## src/hdl/dot11_sig_pkg.sv

```systemverilog
/*
 * 802.11 SIGNAL word formats
 * Legacy and HT views of a header word and their data bits per symbol tables
 */
package dot11_sig_pkg;

    typedef logic [63:0] word_t;
    typedef logic [8:0]  dbps_t;
    typedef logic [14:0] psdu_bits_t;

    // Legacy view of header word 0
    typedef struct packed {
        logic [38:0] pad_hi;
        logic        ht_mark;
        logic [6:0]  pad_mid;
        logic [11:0] length;
        logic        reserved;
        logic [3:0]  rate;
    } l_sig_t;

    // HT view of header word 1
    typedef struct packed {
        logic [43:0] pad_hi;
        logic [11:0] length;
        logic [4:0]  pad_lo;
        logic [2:0]  mcs;
    } ht_sig_t;

    typedef union packed {
        l_sig_t  l_sig;
        ht_sig_t ht_sig;
    } sig_word_u;

    localparam logic [3:0] L_RATE_6M = 4'b1011;

    // Index is {~rate[1:0], rate[2]}, so 6 Mbps lands on entry 0
    localparam dbps_t L_DBPS_TABLE [8] = '{
        9'd24, 9'd36, 9'd48, 9'd72, 9'd96, 9'd144, 9'd192, 9'd216
    };

    // Indexed directly by MCS
    localparam dbps_t HT_DBPS_TABLE [8] = '{
        9'd26, 9'd52, 9'd78, 9'd104, 9'd156, 9'd208, 9'd234, 9'd260
    };

endpackage

```

## src/hdl/tx_coding_pkg.sv

```systemverilog
/*
 * DATA field coding constants
 * Field lengths, scrambler taps, convolutional code generators, FCS polynomial
 */
package tx_coding_pkg;

    localparam int SERVICE_BITS = 16;
    localparam int TAIL_BITS    = 6;
    localparam int FCS_BITS     = 32;

    // x^7 + x^4 + 1 scrambler
    localparam int SCRAM_W      = 7;
    localparam int SCRAM_TAP_HI = 6;
    localparam int SCRAM_TAP_LO = 3;

    // K=7 rate-1/2 code, generator MSB taps the current input
    localparam int             ENC_K  = 7;
    localparam logic [ENC_K-1:0] ENC_G0 = 7'o133;
    localparam logic [ENC_K-1:0] ENC_G1 = 7'o171;

    localparam logic [31:0] CRC_POLY_REFL = 32'hEDB88320;

    typedef logic [SCRAM_W-1:0] scram_state_t;
    typedef logic [1:0]         coded_pair_t;

endpackage

```

## src/hdl/tx_if.sv

```systemverilog
/*
 * Bit stream and header config interfaces
 * Valid/ready serial bit link and the serializer to decoder config link
 */
`timescale 1ns/1ps

// One bit per valid/ready handshake
interface bit_stream_if;
    logic valid;
    logic ready;
    logic data_bit;
    logic tail;
    logic last;

    modport source (
        output valid,
        output data_bit,
        output tail,
        output last,
        input  ready
    );

    modport sink (
        input  valid,
        input  data_bit,
        input  tail,
        input  last,
        output ready
    );
endinterface

interface tx_cfg_if;
    dot11_sig_pkg::word_t      hdr_word;
    logic                      load_l;
    logic                      load_ht;
    logic                      is_ht;
    dot11_sig_pkg::dbps_t      n_dbps;
    dot11_sig_pkg::psdu_bits_t psdu_bits;

    modport serializer (
        output hdr_word,
        output load_l,
        output load_ht,
        input  is_ht,
        input  n_dbps,
        input  psdu_bits
    );

    modport decoder (
        input  hdr_word,
        input  load_l,
        input  load_ht,
        output is_ht,
        output n_dbps,
        output psdu_bits
    );
endinterface

```

## src/hdl/sig_decoder.sv

```systemverilog
/*
 * SIGNAL decoder
 * Holds data bits per symbol, PSDU length and packet type for the serializer
 */
`timescale 1ns/1ps

module sig_decoder (
    input  logic      clk,
    input  logic      reset_int,
    tx_cfg_if.decoder cfg
);

    dot11_sig_pkg::sig_word_u sig;
    logic [2:0]               l_idx;
    logic                     l_rate_ok;
    logic                     l_ht_req;

    // Same word seen as L-SIG or HT-SIG depending on the load strobe
    assign sig = cfg.hdr_word;

    // Legal legacy codes all have rate[3] set
    assign l_idx     = {~sig.l_sig.rate[1:0], sig.l_sig.rate[2]};
    assign l_rate_ok = sig.l_sig.rate[3];

    // HT follows only a 6 Mbps L-SIG with the marker bit
    assign l_ht_req  = (sig.l_sig.rate == dot11_sig_pkg::L_RATE_6M) && sig.l_sig.ht_mark;

    ////////////////////////////////////////////////////////////
    // Packet parameter registers
    ////////////////////////////////////////////////////////////
    always_ff @(posedge clk) begin
        if (reset_int) begin
            cfg.is_ht     <= 1'b0;
            cfg.n_dbps    <= '0;
            cfg.psdu_bits <= '0;
        end else if (cfg.load_l) begin
            if (l_rate_ok) begin
                cfg.n_dbps <= dot11_sig_pkg::L_DBPS_TABLE[l_idx];
            end else begin
                // Unknown code falls back to 6 Mbps
                cfg.n_dbps <= dot11_sig_pkg::L_DBPS_TABLE[0];
            end
            cfg.psdu_bits <= {sig.l_sig.length, 3'b000};
            cfg.is_ht     <= l_ht_req;
        end else if (cfg.load_ht) begin
            // HT-SIG overrides rate and length, type stays HT
            cfg.n_dbps    <= dot11_sig_pkg::HT_DBPS_TABLE[sig.ht_sig.mcs];
            cfg.psdu_bits <= {sig.ht_sig.length, 3'b000};
        end
    end

endmodule

```

## src/hdl/crc32_fcs.sv

```systemverilog
/*
 * Bit-serial CRC-32 for the frame check sequence
 * Reflected form, register bit 0 leaves first, complemented
 */
`timescale 1ns/1ps

module crc32_fcs (
    input  logic clk,
    input  logic reset_int,
    input  logic i_init,
    input  logic i_en,
    input  logic i_bit,
    input  logic i_shift_out,
    output logic o_fcs_bit
);

    logic [31:0] crc;
    logic        fb;

    assign fb        = crc[0] ^ i_bit;
    assign o_fcs_bit = ~crc[0];

    always_ff @(posedge clk) begin
        if (reset_int || i_init) begin
            crc <= '1;
        end else if (i_en) begin
            // One LFSR step per payload bit
            crc <= (crc >> 1) ^ (fb ? tx_coding_pkg::CRC_POLY_REFL : 32'd0);
        end else if (i_shift_out) begin
            crc <= crc >> 1;
        end
    end

endmodule

```

## src/hdl/data_serializer.sv

```systemverilog
/*
 * DATA field serializer
 * Takes header and PSDU words, emits SERVICE, payload, FCS, tail and pad bits
 */
`timescale 1ns/1ps

module data_serializer (
    input  logic                        clk,
    input  logic                        reset_int,
    input  logic                        i_in_valid,
    input  dot11_sig_pkg::word_t        i_in_word,
    input  tx_coding_pkg::scram_state_t i_scram_seed,
    output logic                        o_in_ready,
    tx_cfg_if.serializer                cfg,
    bit_stream_if.source                src,
    output tx_coding_pkg::scram_state_t o_seed
);

    localparam logic [2:0] ST_IDLE    = 3'd0;
    localparam logic [2:0] ST_HT      = 3'd1;
    localparam logic [2:0] ST_SERVICE = 3'd2;
    localparam logic [2:0] ST_PAYLOAD = 3'd3;
    localparam logic [2:0] ST_FCS     = 3'd4;
    localparam logic [2:0] ST_TAIL    = 3'd5;
    localparam logic [2:0] ST_PAD     = 3'd6;

    logic [2:0]                state;
    logic [2:0]                st_eff;
    logic [5:0]                bit_idx;
    logic [14:0]               field_cnt;
    logic [14:0]               field_lim;
    logic [8:0]                sym_cnt;
    dot11_sig_pkg::word_t      word_q;
    logic                      word_full;
    logic                      want_word;
    logic                      in_fire;
    logic                      fire;
    logic                      field_end;
    logic                      sym_end;
    logic                      fcs_bit;
    dot11_sig_pkg::psdu_bits_t pay_last;

    // After word 0 a legacy packet goes straight into SERVICE
    assign st_eff = (state == ST_HT && !cfg.is_ht) ? ST_SERVICE : state;

    always_comb begin
        case (st_eff)
            ST_IDLE:    want_word = 1'b1;
            ST_HT:      want_word = 1'b1;
            ST_PAYLOAD: want_word = !word_full;
            default:    want_word = 1'b0;
        endcase
    end

    // No word is taken while in reset
    assign o_in_ready  = i_in_valid && want_word && !reset_int;
    assign in_fire     = i_in_valid && o_in_ready;
    assign cfg.hdr_word = i_in_word;
    assign cfg.load_l  = in_fire && (st_eff == ST_IDLE);
    assign cfg.load_ht = in_fire && (st_eff == ST_HT);

    ////////////////////////////////////////////////////////////
    // Field and symbol boundaries
    ////////////////////////////////////////////////////////////
    assign pay_last = cfg.psdu_bits - 15'(tx_coding_pkg::FCS_BITS + 1);

    always_comb begin
        case (st_eff)
            ST_SERVICE: field_lim = 15'(tx_coding_pkg::SERVICE_BITS - 1);
            ST_PAYLOAD: field_lim = pay_last;
            ST_FCS:     field_lim = 15'(tx_coding_pkg::FCS_BITS - 1);
            ST_TAIL:    field_lim = 15'(tx_coding_pkg::TAIL_BITS - 1);
            default:    field_lim = '0;
        endcase
    end

    assign field_end = (field_cnt == field_lim);
    assign sym_end   = (sym_cnt == cfg.n_dbps - 9'd1);

    ////////////////////////////////////////////////////////////
    // Bit stream output
    ////////////////////////////////////////////////////////////
    assign src.valid = (st_eff == ST_SERVICE) || (st_eff == ST_FCS) || (st_eff == ST_TAIL) ||
                       (st_eff == ST_PAD) || (st_eff == ST_PAYLOAD && word_full);
    assign src.tail  = (st_eff == ST_TAIL);
    assign src.last  = (st_eff == ST_TAIL && field_end && sym_end) ||
                       (st_eff == ST_PAD && sym_end);
    assign fire      = src.valid && src.ready;

    always_comb begin
        case (st_eff)
            ST_PAYLOAD: src.data_bit = word_q[bit_idx];
            ST_FCS:     src.data_bit = fcs_bit;
            default:    src.data_bit = 1'b0;
        endcase
    end

    crc32_fcs u_fcs (
        .clk         (clk),
        .reset_int   (reset_int),
        .i_init      (cfg.load_l),
        .i_en        (fire && st_eff == ST_PAYLOAD),
        .i_bit       (word_q[bit_idx]),
        .i_shift_out (fire && st_eff == ST_FCS),
        .o_fcs_bit   (fcs_bit)
    );

    // Word buffer and seed capture
    always_ff @(posedge clk) begin
        if (in_fire && st_eff == ST_PAYLOAD) begin
            word_q <= i_in_word;
        end
        if (cfg.load_l) begin
            o_seed <= i_scram_seed;
        end
    end

    ////////////////////////////////////////////////////////////
    // Packet FSM
    ////////////////////////////////////////////////////////////
    always_ff @(posedge clk) begin
        if (reset_int) begin
            state     <= ST_IDLE;
            bit_idx   <= '0;
            field_cnt <= '0;
            sym_cnt   <= '0;
            word_full <= 1'b0;
        end else begin
            if (in_fire) begin
                if (st_eff == ST_IDLE) begin
                    state     <= ST_HT;
                    bit_idx   <= '0;
                    field_cnt <= '0;
                    sym_cnt   <= '0;
                end else if (st_eff == ST_HT) begin
                    state <= ST_SERVICE;
                end else begin
                    word_full <= 1'b1;
                end
            end
            if (fire) begin
                sym_cnt   <= sym_end ? 9'd0 : sym_cnt + 9'd1;
                field_cnt <= field_end ? 15'd0 : field_cnt + 15'd1;
                case (st_eff)
                    ST_SERVICE: state <= field_end ? ST_PAYLOAD : ST_SERVICE;
                    ST_PAYLOAD: begin
                        bit_idx <= bit_idx + 6'd1;
                        // Word used up, or rest of last word ignored
                        if (bit_idx == 6'd63 || field_end) begin
                            word_full <= 1'b0;
                        end
                        if (field_end) begin
                            state   <= ST_FCS;
                            bit_idx <= '0;
                        end
                    end
                    ST_FCS: begin
                        if (field_end) begin
                            state <= ST_TAIL;
                        end
                    end
                    ST_TAIL: begin
                        if (field_end) begin
                            state <= sym_end ? ST_IDLE : ST_PAD;
                        end
                    end
                    ST_PAD: begin
                        if (sym_end) begin
                            state <= ST_IDLE;
                        end
                    end
                    default: state <= ST_IDLE;
                endcase
            end
        end
    end

endmodule

```

## src/hdl/scrambler.sv

```systemverilog
/*
 * DATA scrambler
 * Combinational x^7+x^4+1 stage, seeded per packet, tail bits forced to zero
 */
`timescale 1ns/1ps

module scrambler (
    input  logic                        clk,
    input  logic                        reset_int,
    input  tx_coding_pkg::scram_state_t i_seed,
    bit_stream_if.sink                  s_in,
    bit_stream_if.source                s_out
);

    tx_coding_pkg::scram_state_t state_q;
    tx_coding_pkg::scram_state_t cur;
    logic                        fresh;
    logic                        fb;
    logic                        accept;

    // First bit of a packet runs from the seed itself
    assign cur    = fresh ? i_seed : state_q;
    assign fb     = cur[tx_coding_pkg::SCRAM_TAP_HI] ^ cur[tx_coding_pkg::SCRAM_TAP_LO];
    assign accept = s_in.valid && s_in.ready;

    assign s_out.valid    = s_in.valid;
    assign s_out.tail     = s_in.tail;
    assign s_out.last     = s_in.last;
    assign s_out.data_bit = s_in.tail ? 1'b0 : (s_in.data_bit ^ fb);
    assign s_in.ready     = s_out.ready;

    always_ff @(posedge clk) begin
        if (reset_int) begin
            fresh   <= 1'b1;
            state_q <= '0;
        end else if (accept) begin
            fresh <= s_in.last;
            if (s_in.tail) begin
                state_q <= cur;
            end else begin
                state_q <= {cur[tx_coding_pkg::SCRAM_W-2:0], fb};
            end
        end
    end

endmodule

```

## src/hdl/conv_encoder.sv

```systemverilog
/*
 * Rate-1/2 convolutional encoder, K=7
 * G0/G1 parities held in a one-entry output register
 */
`timescale 1ns/1ps

module conv_encoder (
    input  logic                       clk,
    input  logic                       reset_int,
    bit_stream_if.sink                 s_in,
    output logic                       o_valid,
    input  logic                       i_ready,
    output tx_coding_pkg::coded_pair_t o_pair,
    output logic                       o_last
);

    logic [tx_coding_pkg::ENC_K-2:0] sr;
    logic [tx_coding_pkg::ENC_K-1:0] taps;
    logic                            accept;

    // Register empty or being taken this cycle
    assign s_in.ready = !o_valid || i_ready;
    assign accept     = s_in.valid && s_in.ready;

    // Current bit in the MSB, oldest delay in bit 0
    assign taps = {s_in.data_bit, sr};

    always_ff @(posedge clk) begin
        if (reset_int) begin
            o_valid <= 1'b0;
            o_last  <= 1'b0;
            sr      <= '0;
        end else if (accept) begin
            o_valid <= 1'b1;
            o_last  <= s_in.last;
            // Next packet starts from the zero state
            sr      <= s_in.last ? '0 : taps[tx_coding_pkg::ENC_K-1:1];
        end else if (i_ready) begin
            o_valid <= 1'b0;
            o_last  <= 1'b0;
        end
    end

    always_ff @(posedge clk) begin
        if (accept) begin
            o_pair <= {^(taps & tx_coding_pkg::ENC_G1), ^(taps & tx_coding_pkg::ENC_G0)};
        end
    end

endmodule

```

## src/hdl/tx_bits_top.sv

```systemverilog
/*
 * 802.11 TX bit front end
 * Header decode, DATA serializer, scrambler and convolutional encoder
 */
`timescale 1ns/1ps

module tx_bits_top (
    input  logic                        clk,
    input  logic                        reset_int,
    input  logic                        i_in_valid,
    input  dot11_sig_pkg::word_t        i_in_word,
    input  tx_coding_pkg::scram_state_t i_scram_seed,
    input  logic                        i_ready,
    output logic                        o_in_ready,
    output logic                        o_valid,
    output tx_coding_pkg::coded_pair_t  o_pair,
    output logic                        o_last
);

    tx_coding_pkg::scram_state_t seed;

    bit_stream_if ser2scr ();
    bit_stream_if scr2enc ();
    tx_cfg_if     cfg ();

    sig_decoder u_sig_decoder (
        .clk       (clk),
        .reset_int (reset_int),
        .cfg       (cfg.decoder)
    );

    data_serializer u_serializer (
        .clk          (clk),
        .reset_int    (reset_int),
        .i_in_valid   (i_in_valid),
        .i_in_word    (i_in_word),
        .i_scram_seed (i_scram_seed),
        .o_in_ready   (o_in_ready),
        .cfg          (cfg.serializer),
        .src          (ser2scr.source),
        .o_seed       (seed)
    );

    scrambler u_scrambler (
        .clk       (clk),
        .reset_int (reset_int),
        .i_seed    (seed),
        .s_in      (ser2scr.sink),
        .s_out     (scr2enc.source)
    );

    conv_encoder u_encoder (
        .clk       (clk),
        .reset_int (reset_int),
        .s_in      (scr2enc.sink),
        .o_valid   (o_valid),
        .i_ready   (i_ready),
        .o_pair    (o_pair),
        .o_last    (o_last)
    );

endmodule

```

## config.mk

```make
export PLATFORM = sky130hd
export DESIGN_NAME = tx_bits_top
export DESIGN_NICKNAME = d
export VERILOG_FILES = /design/src/hdl/dot11_sig_pkg.sv /design/src/hdl/tx_coding_pkg.sv /design/src/hdl/tx_if.sv /design/src/hdl/sig_decoder.sv /design/src/hdl/crc32_fcs.sv /design/src/hdl/data_serializer.sv /design/src/hdl/scrambler.sv /design/src/hdl/conv_encoder.sv /design/src/hdl/tx_bits_top.sv
export SDC_FILE = /design/constraint.sdc
export NUM_CORES = 1
export LEC_CHECK = 0
export BUFFER_PORTS_ARGS = -buffer_cell sky130_fd_sc_hd__buf_2
export CAP_MARGIN = 25
export CORE_MARGIN = 2
export CORE_UTILIZATION = 45
export DETAILED_ROUTE_END_ITERATION = 12
export GPL_TIMING_DRIVEN = 0
export PLACE_DENSITY = 0.71
export SETUP_SLACK_MARGIN = 0.15
export SYNTH_ARGS = -nofsm -noshare
export SYNTH_HDL_FRONTEND = slang
export SYNTH_SLANG_ARGS = --single-unit
```

## constraint.sdc

```tcl
create_clock -name clk -period 8.6 [get_ports clk]
set_clock_uncertainty 0.15 [all_clocks]
set_input_delay 0.43 -clock clk [delete_from_list [all_inputs] [get_ports clk]]
set_output_delay 0.43 -clock clk [all_outputs]
set_load 0.05 [all_outputs]
```

==> metrics.cfg <==
[critical_path]
cp_data_arrival_time_ns = 3.72
cp_max_fo = 10
cp-start-kind = flip-flop
path_class = flip-flop to flip-flop
critPathCaptureType = flip-flop
cp.required_ns = 8.64

[sta]
fmax_mhz = 271.6
fin_crit_ns = 3.682
slew_headroom_pct = 45.85
tightest_slew_ns = 0.7896
drv_slew = 0
rsz0062_at_grt = false
setup_viol = 0
hold_violations = 0
finalWorstSetupSlack_ns = 4.918
period_share_pct = 42.81

[grt]
grt_pass1_vias = 7175
overflow = 0
grt_pass1_wl_um = 36710
grt_max_degree = 21
grt_util_all_layers_pct = 21.38
antenna_found_initial = 1

[floorplanning]
start_util_pct = 45.98
die-height_um = 145.2
core-area_um2 = 19530
rows = 51
pin_count = 80
dieArea_um2 = 21100
die_x_um = 145.2

[logic_synthesis]
async_flop_share_pct = 0
ys.flop_type = dfxtp_1
synthDominantCellAreaShare_pct = 24.42
synth_seq_cells = 176
synth-edff-count = 73
ys_warn_count = 0
synth.avg_cell_area_um2 = 9.747
synth_cell_type_count = 75
yosys.area.top_type = edfxtp_1
netlist_area_um2 = 8977
synthCells = 921
seq_area_frac_synth_pct = 47.39
syn_nets = 1011
ys_top_cells_by_area = edfxtp_1 (24%), dfxtp_1 (23%), mux2i_1 (4.2%), nand2_1 (4.1%), mux4_2 (3.5%)

[clock_tree]
cts_root_buffer = clkbuf_16
cts_buffers = 17
cts_tree = built
cts_num_sinks = 176
ctsResizeCount = 0
ctsLongestPathBuffers = 2
clk_pin_slew_ns = 0.08
htree_levels = 4
insertion_delay_ns = 0.44

[routing]
drt_first_pass_iters = 5
vias_per_cell = 5.767
vias = 7624
drtIter0Drc = 737
post_drt_wl_per_cell_um = 16.91
drc = 0
routed_wl_um = 22350
drt.antenna.violating_nets = 0

[final_layout]
drive_gt1_share_pct = 16.86
fin_nets = 1133
final_common_cell = dfxtp_1
final_cell_mix = dfxtp_1 (103), nand2_1 (99), buf_2 (86)
final_cells = 1322
area_growth_pct = 17.83

[pwr]
peakVddDrop_uv = 167.9
p_total_w = 0.002676
powerDensity_nw_per_um2 = 253.0
p_leak_nw = 3.830

[flow_run]
drv_cap = 0

[placement]
place_ws_ns = 4.924
dpl.hpwl_um = 16320
portBuffers = 79
gp_congestion = 0.8598
place_inst = 1275

[min_path]
hold_class = primary input to flip-flop

[outcome]
outcome = completed

[synth_stat cells, drive strengths merged (5+ instances only)]
cell type and number:
a211oi 7, xnor2 17, mux4 14, dfxtp 103
buf 20, inv 22, o211ai 6, mux2i 38
nor2 55, edfxtp 73, nor3 16, nand3 61
xor2 12, nand4 30, o21a 5, nand2b 7
a22o 7, clkbuf 39, a21oi 64, nor4 8
or4 8, and4 5, nand3b 7, o21ai 59
nor2b 11, a31o 17, and3 12, ha 15
a22oi 8, nand2 99, or3 7
[through the flow]
step	hold WS [ns]	area [um^2]	utilization [%]	setup TNS, ns
floorplan	0.2823	8977	-	0
global placement	0.2940	9704	49.70	-117.07
detailed placement	0.2958	9797	50.17	0
CTS	0.00007017	10530	53.90	0
global route	-0.00003897	10580	54.17	0
finish	0.01241	10580	54.17	0
[state kept, by name (all words and copies together) (netlist names)]
register,flops
u_encoder.o_last,1
u_encoder.o_pair,2
u_encoder.o_valid,1
u_encoder.sr,6
u_scrambler.fresh,1
u_scrambler.state_q,7
u_serializer.bit_idx,6
u_serializer.field_cnt,15
u_serializer.o_seed,7
u_serializer.state,3
u_serializer.sym_cnt,9
u_serializer.u_fcs.crc,32
u_serializer.word_full,1
u_serializer.word_q,64
u_sig_decoder.cfg.is_ht,1
u_sig_decoder.cfg.n_dbps,8
u_sig_decoder.cfg.psdu_bits,12
[worst max-delay path, cell delays in order, from the launching register on]
cell and delay, ns:
dfxtp_1 0.33, buf_2 0.30, buf_2 0.36, buf_2 0.35, mux2i_1 0.13, a22oi_1 0.22, nand3_1 0.10, a41o_1 0.24
and2_1 0.18, a211oi_1 0.65, xnor2_1 0.23, xnor2_1 0.17
[path summary, 6_finish.rpt]
kind	end	from	slack, ns	depth (start not counted)
setup / recovery	u_encoder.o_pair[1]	u_serializer.bit_idx[0]	4.92	11
hold / removal	u_serializer.word_q[30]	i_in_word[30]	0.01	1
setup reg to reg	u_encoder.o_pair[1]	u_serializer.bit_idx[0]	4.92	11
hold reg to reg	u_encoder.sr[2]	u_encoder.sr[2]	0.31	2
[layout make-up]
cell class	instances	area (um^2)
fillers	1782	8949
multi-input cells	662	4387
flip-flops and latches	176	4254
repair buffers	103	621.8
clock buffers	17	425.4
well taps	265	331.6
plain buffers	59	252.7
clock inverters	15	212.7
inverters	24	90.09
diodes	1	2.502
[routing by layer]
layer	track usage, %	routed length (um)
met3	4.025	1197
met4	7.941	525
met1	28.91	9993
met5	0	0
met2	34.24	10640
[cell families (layout without fill, tap and decap cells)]
kind of cell	after synthesis	in the layout	share of synthesized area (%)
adder cells (fa/ha/maj)	15	15	2.091
flip-flops	176	176	47.39
AND/OR/NAND/NOR	346	346	19.79
multiplexers	54	54	8.000
buffers and inverters	83	218	3.819
AO/OA/AOI/OAI	217	217	15.83
other	0	1	0
XOR/XNOR	30	30	3.080
[where the power goes]
group          total, W  switching, W  internal (W)
Clock          0.000817      0.000391      0.000426
Sequential     0.000999     0.0000591      0.000940
Combinational  0.000861      0.000553      0.000307
[repair_timing]
action                    4_1_cts  5_1_grt
hold buffers                    9        5
buffers inserted                0        0
hold endpoints to repair        9        5
(Power assumes the default switching activity.)
